`config.mk`:
```
export PLATFORM = sky130hd
export DESIGN_NAME = z80_bus_bridge
export DESIGN_NICKNAME = d
export VERILOG_FILES = /design/src/z80_bus_pkg.sv /design/src/z80_bus_bridge.sv /design/src/z80_strobe_gen.sv /design/src/z80_tstate_seq.sv /design/src/z80_req_intake.sv
export SDC_FILE = /design/constraint.sdc
export NUM_CORES = 1
export LEC_CHECK = 0
export ABC_CLOCK_PERIOD_IN_PS = 5300
export BUFFER_PORTS_ARGS = -buffer_cell sky130_fd_sc_hd__buf_2
export CAP_MARGIN = 20
export CELL_PAD_IN_SITES_DETAIL_PLACEMENT = 1
export CELL_PAD_IN_SITES_GLOBAL_PLACEMENT = 1
export CORE_ASPECT_RATIO = 1.2
export CORE_MARGIN = 2
export CORE_UTILIZATION = 43
export DETAILED_ROUTE_END_ITERATION = 6
export PLACE_DENSITY = 0.87
export SLEW_MARGIN = 5
export SYNTH_ARGS = -nofsm -noshare
export SYNTH_HDL_FRONTEND = slang
export SYNTH_HIERARCHICAL = 1
export SYNTH_SLANG_ARGS = --single-unit
```
`constraint.sdc`:
```
create_clock -name clk -period 5.3 [get_ports clk]
set_clock_uncertainty 0.2 [all_clocks]
set_input_delay 0.265 -clock clk [delete_from_list [all_inputs] [get_ports clk]]
set_output_delay 0.265 -clock clk [all_outputs]
set_load 0.1 [all_outputs]
```
`src/z80_bus_pkg.sv`:
```
// Z80 bus bridge definitions
`default_nettype none

package z80_bus_pkg;

  // Address space codes carried in wb_adr[17:16]
  localparam logic [1:0] SPACE_MEM = 2'b00;
  localparam logic [1:0] SPACE_IO = 2'b01;
  localparam logic [1:0] SPACE_FETCH = 2'b10;

  // Write strobe timing, set drops wr_n from T2 and clear drops it only in T3
  localparam bit WR_IN_T2 = 1'b1;

  // I/O cycles get one automatic wait state after T2 when set
  localparam bit IO_AUTO_WAIT = 1'b1;

  // Machine cycle kinds run on the external bus
  typedef enum logic [2:0] {
    fetch  = 3'd0,
    mem_rd = 3'd1,
    mem_wr = 3'd2,
    io_rd  = 3'd3,
    io_wr  = 3'd4
  } bus_kind_e;

  // One bus request as handed from intake to the sequencer
  typedef struct packed {
    bus_kind_e   kind;
    logic [15:0] addr;
    logic [7:0]  wdata;
  } bus_req_t;

  // Position of the bus inside a machine cycle
  typedef enum logic [2:0] {
    idle    = 3'd0,
    t1      = 3'd1,
    t2      = 3'd2,
    tw_auto = 3'd3,
    tw      = 3'd4,
    t3      = 3'd5,
    t4      = 3'd6
  } tstate_e;

  // Request plus its current T-state, sent to the strobe stage every clock
  typedef struct packed {
    bus_req_t req;
    tstate_e  ts;
  } bus_phase_t;

  // True for cycles that use iorq_n instead of mreq_n
  function automatic logic is_io(input bus_kind_e kind);
    return (kind == io_rd) || (kind == io_wr);
  endfunction

  // True for cycles that drive dout and pulse wr_n
  function automatic logic is_write(input bus_kind_e kind);
    return (kind == mem_wr) || (kind == io_wr);
  endfunction

endpackage

`default_nettype wire
```
`src/z80_bus_bridge.sv`:
```
// Wishbone to Z80 bus bridge
`timescale 1ns/100ps
`default_nettype none

module z80_bus_bridge (
  input  wire         clk,
  input  wire         reset_n,
  input  wire         wb_cyc,
  input  wire         wb_stb,
  input  wire         wb_we,
  input  wire  [17:0] wb_adr,
  input  wire  [7:0]  wb_dat_w,
  output logic [7:0]  wb_dat_r,
  output logic        wb_ack,
  output logic        m1_n,
  output logic        mreq_n,
  output logic        iorq_n,
  output logic        rd_n,
  output logic        wr_n,
  output logic [15:0] addr,
  output logic [7:0]  dout,
  input  wire  [7:0]  din,
  input  wire         wait_n
);

  logic                    req_valid;
  logic                    req_taken;
  z80_bus_pkg::bus_req_t   req;
  z80_bus_pkg::bus_phase_t phase;
  logic                    cycle_done;
  logic [7:0]              rdata;

  // Wishbone side, one request per transfer
  z80_req_intake u_intake (
    .clk        (clk),
    .reset_n    (reset_n),
    .wb_cyc     (wb_cyc),
    .wb_stb     (wb_stb),
    .wb_we      (wb_we),
    .wb_adr     (wb_adr),
    .wb_dat_w   (wb_dat_w),
    .wb_dat_r   (wb_dat_r),
    .wb_ack     (wb_ack),
    .req_valid  (req_valid),
    .req        (req),
    .req_taken  (req_taken),
    .cycle_done (cycle_done),
    .rdata      (rdata)
  );

  // T-state stepping with wait_n stretching
  z80_tstate_seq u_seq (
    .clk       (clk),
    .reset_n   (reset_n),
    .req_valid (req_valid),
    .req       (req),
    .req_taken (req_taken),
    .wait_n    (wait_n),
    .phase     (phase)
  );

  // Registered pin drive and read data capture
  z80_strobe_gen u_strobe (
    .clk        (clk),
    .reset_n    (reset_n),
    .phase      (phase),
    .wait_n     (wait_n),
    .din        (din),
    .m1_n       (m1_n),
    .mreq_n     (mreq_n),
    .iorq_n     (iorq_n),
    .rd_n       (rd_n),
    .wr_n       (wr_n),
    .addr       (addr),
    .dout       (dout),
    .cycle_done (cycle_done),
    .rdata      (rdata)
  );

endmodule

`default_nettype wire

```
`src/z80_strobe_gen.sv`:
```
// Z80 bus strobe generator
`timescale 1ns/100ps
`default_nettype none

module z80_strobe_gen (
  input  wire                        clk,
  input  wire                        reset_n,
  input  wire z80_bus_pkg::bus_phase_t phase,
  input  wire                        wait_n,
  input  wire  [7:0]                 din,
  output logic                       m1_n,
  output logic                       mreq_n,
  output logic                       iorq_n,
  output logic                       rd_n,
  output logic                       wr_n,
  output logic [15:0]                addr,
  output logic [7:0]                 dout,
  output logic                       cycle_done,
  output logic [7:0]                 rdata
);

  z80_bus_pkg::tstate_e   ts;
  z80_bus_pkg::bus_kind_e kind;
  logic                   active;
  logic                   data_phase;
  logic                   wr_window;
  logic                   last_ts;
  logic                   write_kind;

  assign ts         = phase.ts;
  assign kind       = phase.req.kind;
  assign write_kind = z80_bus_pkg::is_write(kind);

  // Strobes are asserted from T1 through the waits, seen one clock later
  assign active = ts inside {z80_bus_pkg::t1, z80_bus_pkg::t2,
                             z80_bus_pkg::tw_auto, z80_bus_pkg::tw};

  // T2 and any wait state, where read data may be sampled
  assign data_phase = ts inside {z80_bus_pkg::t2, z80_bus_pkg::tw_auto,
                                 z80_bus_pkg::tw};

  // Late write timing skips T1 and so lowers wr_n one clock later
  assign wr_window = z80_bus_pkg::WR_IN_T2 ? active : data_phase;

  // Fetch ends after T4, every other kind after T3
  assign last_ts = (ts == z80_bus_pkg::t4) ||
                   ((ts == z80_bus_pkg::t3) && (kind != z80_bus_pkg::fetch));

  always_ff @(posedge clk or negedge reset_n)
  begin
    if (!reset_n)
    begin
      m1_n       <= 1'b1;
      mreq_n     <= 1'b1;
      iorq_n     <= 1'b1;
      rd_n       <= 1'b1;
      wr_n       <= 1'b1;
      addr       <= 16'h0000;
      dout       <= 8'h00;
      cycle_done <= 1'b0;
    end
    else
    begin
      // Every strobe idles high and is pulled low only when the phase asks
      m1_n       <= 1'b1;
      mreq_n     <= 1'b1;
      iorq_n     <= 1'b1;
      rd_n       <= 1'b1;
      wr_n       <= 1'b1;
      cycle_done <= last_ts;
      if (active)
      begin
        case (kind)
          z80_bus_pkg::fetch:
          begin
            m1_n   <= 1'b0;
            mreq_n <= 1'b0;
            rd_n   <= 1'b0;
          end
          z80_bus_pkg::mem_rd:
          begin
            mreq_n <= 1'b0;
            rd_n   <= 1'b0;
          end
          z80_bus_pkg::mem_wr:
          begin
            mreq_n <= 1'b0;
            if (wr_window)
              wr_n <= 1'b0;
          end
          z80_bus_pkg::io_rd:
          begin
            iorq_n <= 1'b0;
            rd_n   <= 1'b0;
          end
          z80_bus_pkg::io_wr:
          begin
            iorq_n <= 1'b0;
            if (wr_window)
              wr_n <= 1'b0;
          end
          default:
          begin
            mreq_n <= 1'b1;
          end
        endcase
      end
      // Address and write data stay put between cycles
      if (ts != z80_bus_pkg::idle)
        addr <= phase.req.addr;
      if ((ts != z80_bus_pkg::idle) && write_kind)
        dout <= phase.req.wdata;
    end
  end

  // Later samples overwrite earlier ones, so the last ready clock wins
  always_ff @(posedge clk)
  begin
    if (data_phase && wait_n && !write_kind)
      rdata <= din;
  end

endmodule

`default_nettype wire

```
`src/z80_tstate_seq.sv`:
```
// Z80 T-state sequencer
`timescale 1ns/100ps
`default_nettype none

module z80_tstate_seq (
  input  wire                      clk,
  input  wire                      reset_n,
  input  wire                      req_valid,
  input  wire z80_bus_pkg::bus_req_t req,
  output logic                     req_taken,
  input  wire                      wait_n,
  output z80_bus_pkg::bus_phase_t  phase
);

  z80_bus_pkg::tstate_e  ts_q;
  z80_bus_pkg::tstate_e  ts_next;
  z80_bus_pkg::bus_req_t req_q;
  logic                  io_kind;
  logic                  fetch_kind;

  // A request is taken only from idle, which is the move into T1
  assign req_taken = (ts_q == z80_bus_pkg::idle) && req_valid;

  assign io_kind    = z80_bus_pkg::is_io(req_q.kind);
  assign fetch_kind = (req_q.kind == z80_bus_pkg::fetch);

  // One T-state per clock, waits sampled at the end of T2, auto wait and TW
  always_comb
  begin
    ts_next = ts_q;
    case (ts_q)
      z80_bus_pkg::idle:
      begin
        if (req_valid)
          ts_next = z80_bus_pkg::t1;
      end
      z80_bus_pkg::t1:
      begin
        ts_next = z80_bus_pkg::t2;
      end
      z80_bus_pkg::t2:
      begin
        // I/O gets its automatic wait before wait_n counts
        if (io_kind && z80_bus_pkg::IO_AUTO_WAIT)
          ts_next = z80_bus_pkg::tw_auto;
        else if (!wait_n)
          ts_next = z80_bus_pkg::tw;
        else
          ts_next = z80_bus_pkg::t3;
      end
      z80_bus_pkg::tw_auto:
      begin
        ts_next = wait_n ? z80_bus_pkg::t3 : z80_bus_pkg::tw;
      end
      z80_bus_pkg::tw:
      begin
        // Stay until the device releases wait_n
        if (wait_n)
          ts_next = z80_bus_pkg::t3;
      end
      z80_bus_pkg::t3:
      begin
        // Only the opcode fetch runs a fourth T-state
        ts_next = fetch_kind ? z80_bus_pkg::t4 : z80_bus_pkg::idle;
      end
      z80_bus_pkg::t4:
      begin
        ts_next = z80_bus_pkg::idle;
      end
      default:
      begin
        ts_next = z80_bus_pkg::idle;
      end
    endcase
  end

  always_ff @(posedge clk or negedge reset_n)
  begin
    if (!reset_n)
      ts_q <= z80_bus_pkg::idle;
    else
      ts_q <= ts_next;
  end

  // Request is captured on entry to T1 and held for the whole cycle
  always_ff @(posedge clk)
  begin
    if (req_taken)
      req_q <= req;
  end

  assign phase.req = req_q;
  assign phase.ts  = ts_q;

endmodule

`default_nettype wire

```
`src/z80_req_intake.sv`:
```
// Wishbone request intake
`timescale 1ns/100ps
`default_nettype none

module z80_req_intake (
  input  wire                     clk,
  input  wire                     reset_n,
  input  wire                     wb_cyc,
  input  wire                     wb_stb,
  input  wire                     wb_we,
  input  wire  [17:0]             wb_adr,
  input  wire  [7:0]              wb_dat_w,
  output logic [7:0]              wb_dat_r,
  output logic                    wb_ack,
  output logic                    req_valid,
  output z80_bus_pkg::bus_req_t   req,
  input  wire                     req_taken,
  input  wire                     cycle_done,
  input  wire  [7:0]              rdata
);

  logic                   busy;
  logic                   legal;
  logic                   start;
  logic [1:0]             space;
  z80_bus_pkg::bus_kind_e kind;

  assign space = wb_adr[17:16];

  // Space code and direction pick the machine cycle kind
  always_comb
  begin
    kind  = z80_bus_pkg::mem_rd;
    legal = 1'b1;
    case (space)
      z80_bus_pkg::SPACE_FETCH:
      begin
        kind  = z80_bus_pkg::fetch;
        // Opcode fetch is read only
        legal = !wb_we;
      end
      z80_bus_pkg::SPACE_MEM:
      begin
        kind = wb_we ? z80_bus_pkg::mem_wr : z80_bus_pkg::mem_rd;
      end
      z80_bus_pkg::SPACE_IO:
      begin
        kind = wb_we ? z80_bus_pkg::io_wr : z80_bus_pkg::io_rd;
      end
      default:
      begin
        legal = 1'b0;
      end
    endcase
  end

  // A new transfer is seen only when idle and not in the ack clock
  assign start = wb_cyc && wb_stb && !busy && !wb_ack;

  // Held by the master until ack, so the request stays steady until taken
  assign req_valid  = start && legal;
  assign req.kind   = kind;
  assign req.addr   = wb_adr[15:0];
  assign req.wdata  = wb_dat_w;

  // Busy covers the span from launch to ack so one transfer runs one cycle
  always_ff @(posedge clk or negedge reset_n)
  begin
    if (!reset_n)
    begin
      busy   <= 1'b0;
      wb_ack <= 1'b0;
    end
    else
    begin
      // Illegal accesses are acked at once with no bus cycle
      wb_ack <= cycle_done || (start && !legal);
      if (req_taken)
        busy <= 1'b1;
      else if (cycle_done)
        busy <= 1'b0;
    end
  end

  // Read data goes out with the ack, zero for an illegal access
  always_ff @(posedge clk)
  begin
    if (cycle_done)
      wb_dat_r <= rdata;
    else if (start && !legal)
      wb_dat_r <= 8'h00;
  end

endmodule

`default_nettype wire

```
# [Yosys cells after proc, flatten, opt, wreduce, memory -nomap -nowiden]
# Cells that the tools add are included.
[op_classes] reduce_logical=34 eq_ne=14 muxes=24
[op_table] cell="$pmux 3 s6" count=1
[op_table] cell="$mux 8" count=2
[op_table] cell="$mux 3" count=5
[op_table] cell="$mux 1" count=13
[op_table] cell="$eq 3x2->1 const B" count=4
[op_table] cell="$eq 3x3->1 const B" count=4
[op_table] cell="$logic_and 1x1->1" count=10
[op_table] cell="$pmux 3 s3" count=1
[op_table] cell="$reduce_bool 3->1" count=3
[op_table] cell="$eq 3x1->1 const B" count=2
[op_table] cell="$logic_not 3->1" count=2
[op_table] cell="$reduce_or 2->1" count=3
[op_table] cell="$reduce_or 3->1" count=2
[op_table] cell="$logic_not 1->1" count=5
[op_table] cell="$logic_or 1x1->1" count=4
[op_table] cell="$reduce_bool 2->1" count=2
[op_table] cell="$reduce_bool 4->1" count=1
[op_table] cell="$eq 2x1->1 const B" count=1
[op_table] cell="$eq 2x2->1 const B" count=1
[op_table] cell="$logic_not 2->1" count=1
[op_table] cell="$mux 2" count=1
[op_table] cell="$ne 2x1->1 const B" count=1
[op_table] cell="$ne 2x2->1 const B" count=1
[op_table] cell="$pmux 1 s2" count=1
[op_table] cell="$reduce_and 2->1" count=1
[word_totals] elab_cells=88 ff_bits=78 in_bits=40

# [Depth between registers and ports, before layout]
[logic_depth] word_depth=7 depth_mapped=5 ltp_nobuf=5

# [By module]
# Netlist, hierarchy kept.
[modules_own_cells] module="z80_strobe_gen" cells_each=87 area_per_inst_um2=1426.4 seq_area_each_um2=997.2 n_inst=1
[modules_own_cells] module="z80_tstate_seq" cells_each=45 area_per_inst_um2=998.5 seq_area_each_um2=885.8 n_inst=1
[modules_own_cells] module="z80_req_intake" cells_each=54 area_per_inst_um2=593.1 seq_area_each_um2=290.3 n_inst=1

# [Worst setup path after synthesis]
# OpenSTA, ideal clock, no wires.
[synth_path] path_kind="register to register" from="register u_intake.wb_ack" to="register u_seq.req_q, in the netlist u_seq/phase[10], enable pin" arrival_time_ns=4.190 setup_slack_ns=0.414 n_path_buf=0 path_stages_with_launch=4 cell_sequence="dfrtp_1 -> nand4bb_1 -> nor2b_1 -> nor4b_1"
[synth_between] elab_chain_len=4
[synth_lines] item="start, declared" line="z80_req_intake.sv:14" source="output logic wb_ack,"
[synth_lines] item="start signal, assigned" line="z80_req_intake.sv:77" source="wb_ack <= cycle_done || (start && !legal);"
[synth_lines] item="$logic_not 1->1" line="z80_req_intake.sv:58" source="assign start = wb_cyc && wb_stb && !busy && !wb_ack;"
[synth_lines] item="$logic_and 1x1->1" line="z80_req_intake.sv:58"
[synth_lines] item="$logic_and 1x1->1" line="z80_req_intake.sv:61" source="assign req_valid = start && legal;"
[synth_lines] item="named net req_valid" line="z80_bus_bridge.sv:26" source="logic req_valid;"
[synth_lines] item="$logic_and 1x1->1" line="z80_tstate_seq.sv:22" source="assign req_taken = (ts_q == z80_bus_pkg::idle) && req_valid;"
[synth_lines] item="named net req_taken" line="z80_bus_bridge.sv:27" source="logic req_taken;"
[synth_lines] item="end signal, assigned" line="z80_tstate_seq.sv:89" source="req_q <= req;"
[synth_lines] item="end, declared" line="z80_tstate_seq.sv:17" source="z80_bus_pkg::bus_req_t req_q;"
# The timed path passes the listed nets, and every way through them passes these cells.
# A chain may end at the register's enable or synchronous reset.

# [Worst setup path in the final report]
[layout_path] from="register u_seq.req_q, in the netlist u_seq/phase[28]" to="register u_strobe.rdata[5], enable pin"
[layout_between] elab_chain_len=4
[layout_lines] item="$eq 3x2->1 / $eq 3x3->1 (equally long branches)" line="z80_bus_pkg.sv:57" source="return (kind == mem_wr) || (kind == io_wr);"
[layout_lines] item="$logic_or 1x1->1 (*)" line="z80_bus_pkg.sv:57"
[layout_lines] item="$logic_not 1->1 (*)" line="z80_strobe_gen.sv:119" source="if (data_phase && wait_n && !write_kind)"
[layout_lines] item="$logic_and 1x1->1 (*)" line="z80_strobe_gen.sv:119"
[layout_lines] item="end signal, assigned" line="z80_strobe_gen.sv:120" source="rdata <= din;"
[layout_lines] item="end, declared" line="z80_strobe_gen.sv:19" source="output logic [7:0] rdata"
# Every way passes the cells marked *; elsewhere a longest branch is shown, timed or not.

==> flow_metrics.tcl <==
set metrics [dict create \
    reg2reg_from "u_seq/phase[28]$_DFFE_PP_" \
    avgRoutedWirePerCell_um 16.3 \
    final_common_cell "buf_2" \
    worst_pin_slew_ps 1110 \
    cpLargestDelayFamily "simple AND/OR/NAND/NOR gates" \
    critical_path.max_stage_delay_ps 900 \
    cts_tree "yes" \
    htree_levels 3 \
    cts_root_buf "clkbuf_8" \
    hp-class "input port to flip-flop" \
    multiInputGateArea_sq_um 648 \
    synth_nets 226 \
    setup.worst_path.class "flip-flop to flip-flop" \
    clkLatencyLatePin_ps 350 \
    routed_wl_um 6140 \
    cts_resized 0 \
    sequential_cell_area_sq_mm 0.00217 \
    fmax_mhz 411 \
    crit_chain "xnor2_1 > nor2_1 > nor3b_1" \
    syn_inst 186 \
    ys_warn_count 6 \
    fp.dieW_um 80.5 \
    die_h_um 95.8 \
    placedInstanceArea_sq_mm 0.00334 \
    final_layout_size_suffix_gt1_frac 0.444 \
    grt_pass1_wl_um 9690 \
    grt_overflow_total 0 \
    rows 33 \
    slew_headroom 0.258 \
    avgSynthCellArea_sq_um 16.2 \
    clk_path_buf_depth 2 \
    rrSetupSlack_ps 2870 \
    vias_per_cell 4.67 \
    drcViolationCount 0 \
    gp_congestion 0.722 \
    dieArea_sq_mm 0.00771 \
    setup_viol 0 \
    start_util 0.443 \
    syn_to_final_growth_pct 29.2 \
    path_buf_inv 0 \
    synthesis.area_sq_mm 0.00302 \
    rsz0062_at_grt "no" \
    grtUsageTotal 0.175 \
    seq_area_frac_synth 0.720 \
    vias 1757 \
    cts_made_buffers 9 \
    crit_arrival_ps 2190 \
    clk_pin_slew_ps 70 \
    portBuffers 77 \
    drt_iter0_markers 59 \
    setup.worst_path.end_class "flip-flop" \
    nFillCells 671 \
    grt_max_degree 36 \
    r2r_end "u_strobe/rdata[5]$_DFFE_PP_" \
    cts.sinks 78 \
    postRouteAntennaNets 0 \
    final_cell_mix "buf_2 (77), edfxtp_1 (43), dlygate4sd3_1 (33), dfrtp_1 (30), mux2_2 (24)" \
    critPathMaxFanout 8 \
    status "completed" \
    grt_antenna_before_repair 1 \
    fin_crit_sh 0.459 \
    synth_cell_types 30 \
    tns_ps 0 \
    core_sq_mm 0.00681 \
    cap_violations 0 \
    period_minus_slack_ps 2430 \
    setup_slack_ps 2870 \
    timing_hold_violations_final 0 \
    slowest_stage "nor3b_1" \
    hp-start "wait_n" \
    io_pins 78 \
    holdWs_ps 18.7 \
    cp-start-kind "flip-flop" \
    dp_slack_ps 2900 \
    min_to "u_seq/ts_q[0]$_DFFE_PN0P_" \
    firstDrtPassIters 4 \
    finalInstanceArea_sq_mm 0.00390 \
    required_ps 5060 \
    hold_depth 3 \
    grt_pass1_vias 1903 \
    hpwl_um 3780 \
    ys_ff_latch 78 \
    layout.nets 323 \
    slew_violations 0 \
    r2r_cells 3 \
]
[per-layer routing]
| layer | track usage | vias to the layer above | wire length (um) | share of wire |
|---|---|---|---|---|
| met2 | 0.300 | 47 | 3360 | 0.55 |
| li1 | - | 832 | - | - |
| met5 | 0 | - | 0 | 0 |
| met1 | 0.205 | 868 | 2380 | 0.39 |
| met3 | 0.0469 | 10 | 248 | 0.040 |
| met4 | 0.0819 | 0 | 146 | 0.024 |
[repair_timing]
item                                   CTS  global route
endpoints found under the hold margin   62             0
setup buffers                            0             0
hold buffers                            33             0
[final cells by class]
class | instances | area share
diodes | 1 | 0.000642
clock buffers | 12 | 0.0456
clock inverters | 4 | 0.0132
inverters | 4 | 0.00385
multi-input cells | 79 | 0.166
flip-flops and latches | 78 | 0.557
well taps | 87 | 0.0279
repair buffers | 111 | 0.185
[synthesized netlist by cell type]
master	instances	area, sq um
a211o_1	1	8.76
or3_4	1	11.3
nor4bb_1	1	10.0
mux2i_1	2	20.0
nand4bb_1	1	11.3
a21oi_1	1	5.00
nor3b_1	3	22.5
nor4b_1	1	8.76
buf_4	25	188
mux2_2	24	270
o21ai_2	1	8.76
a21o_1	1	7.51
nand2_1	5	18.8
inv_1	4	15.0
nor2_1	7	26.3
o21ai_0	3	15.0
and3b_2	1	10.0
nor3_4	2	32.5
xnor2_1	2	17.5
o21a_1	2	15.0
dfrtp_1	30	751
o21ai_1	3	15.0
a22o_1	1	8.76
edfxtp_1	43	1290
nor3_1	2	10.0
a211oi_1	1	7.51
nand2b_1	1	6.26
and2_1	9	56.3
dfstp_2	5	131
nor2b_1	3	18.8
[state kept, by name, summed over array words and instances, names as in the netlist]
register             cells
u_intake/busy            1
u_intake/wb_ack          1
u_intake/wb_dat_r        8
u_seq/phase             27
u_seq/ts_q               3
u_strobe/addr           16
u_strobe/cycle_done      1
u_strobe/dout            8
u_strobe/iorq_n          1
u_strobe/m1_n            1
u_strobe/mreq_n          1
u_strobe/rd_n            1
u_strobe/rdata           8
u_strobe/wr_n            1
[worst reg2reg max path: cells and delay by family, from the launching register on]
family	cells	cell delay, ps
XOR/XNOR	1	350
flip-flops	1	510
AND/OR/NAND/NOR	2	1000
[how the worst max path moves through the flow]
| stage | slack [ps] | to | cells after the start | from |
|---|---|---|---|---|
| after floorplan | 410 | u_seq/phase[10]$_DFFE_PP_ | 3 | u_intake/wb_ack$_DFF_PN0_ |
| after global placement | 2980 | u_strobe/rdata[1]$_DFFE_PP_ | 3 | u_seq/phase[28]$_DFFE_PP_ |
| after detailed placement | 2900 | u_strobe/rdata[4]$_DFFE_PP_ | 3 | u_seq/phase[28]$_DFFE_PP_ |
| after CTS | 2870 | u_strobe/rdata[5]$_DFFE_PP_ | 3 | u_seq/phase[28]$_DFFE_PP_ |
| after global routing | 2740 | u_strobe/rdata[5]$_DFFE_PP_ | 3 | u_seq/phase[28]$_DFFE_PP_ |
| final | 2870 | u_strobe/rdata[5]$_DFFE_PP_ | 3 | u_seq/phase[28]$_DFFE_PP_ |
[kinds of logic (layout without fill, tap and decap cells)]
family | Yosys count | in the layout | synth area share
compound gates | 14 | 14 | 0.0303
xor+xnor | 2 | 2 | 0.00581
buf+inv | 29 | 131 | 0.0672
flops | 78 | 78 | 0.720
mux | 26 | 26 | 0.0962
other cells | 0 | 1 | 0
simple gates | 37 | 37 | 0.0804
[stage by stage]
step / util / cells
detailed placement: 0.490 / 326
global placement: 0.490 / 326
floorplan: - / 186
CTS: 0.572 / 375
finish: 0.572 / 376
global route: 0.572 / 376
Power is left out: the tool's default activity adds up to more than one toggle a clock period on the data nets, which glitch-free logic cannot reach.
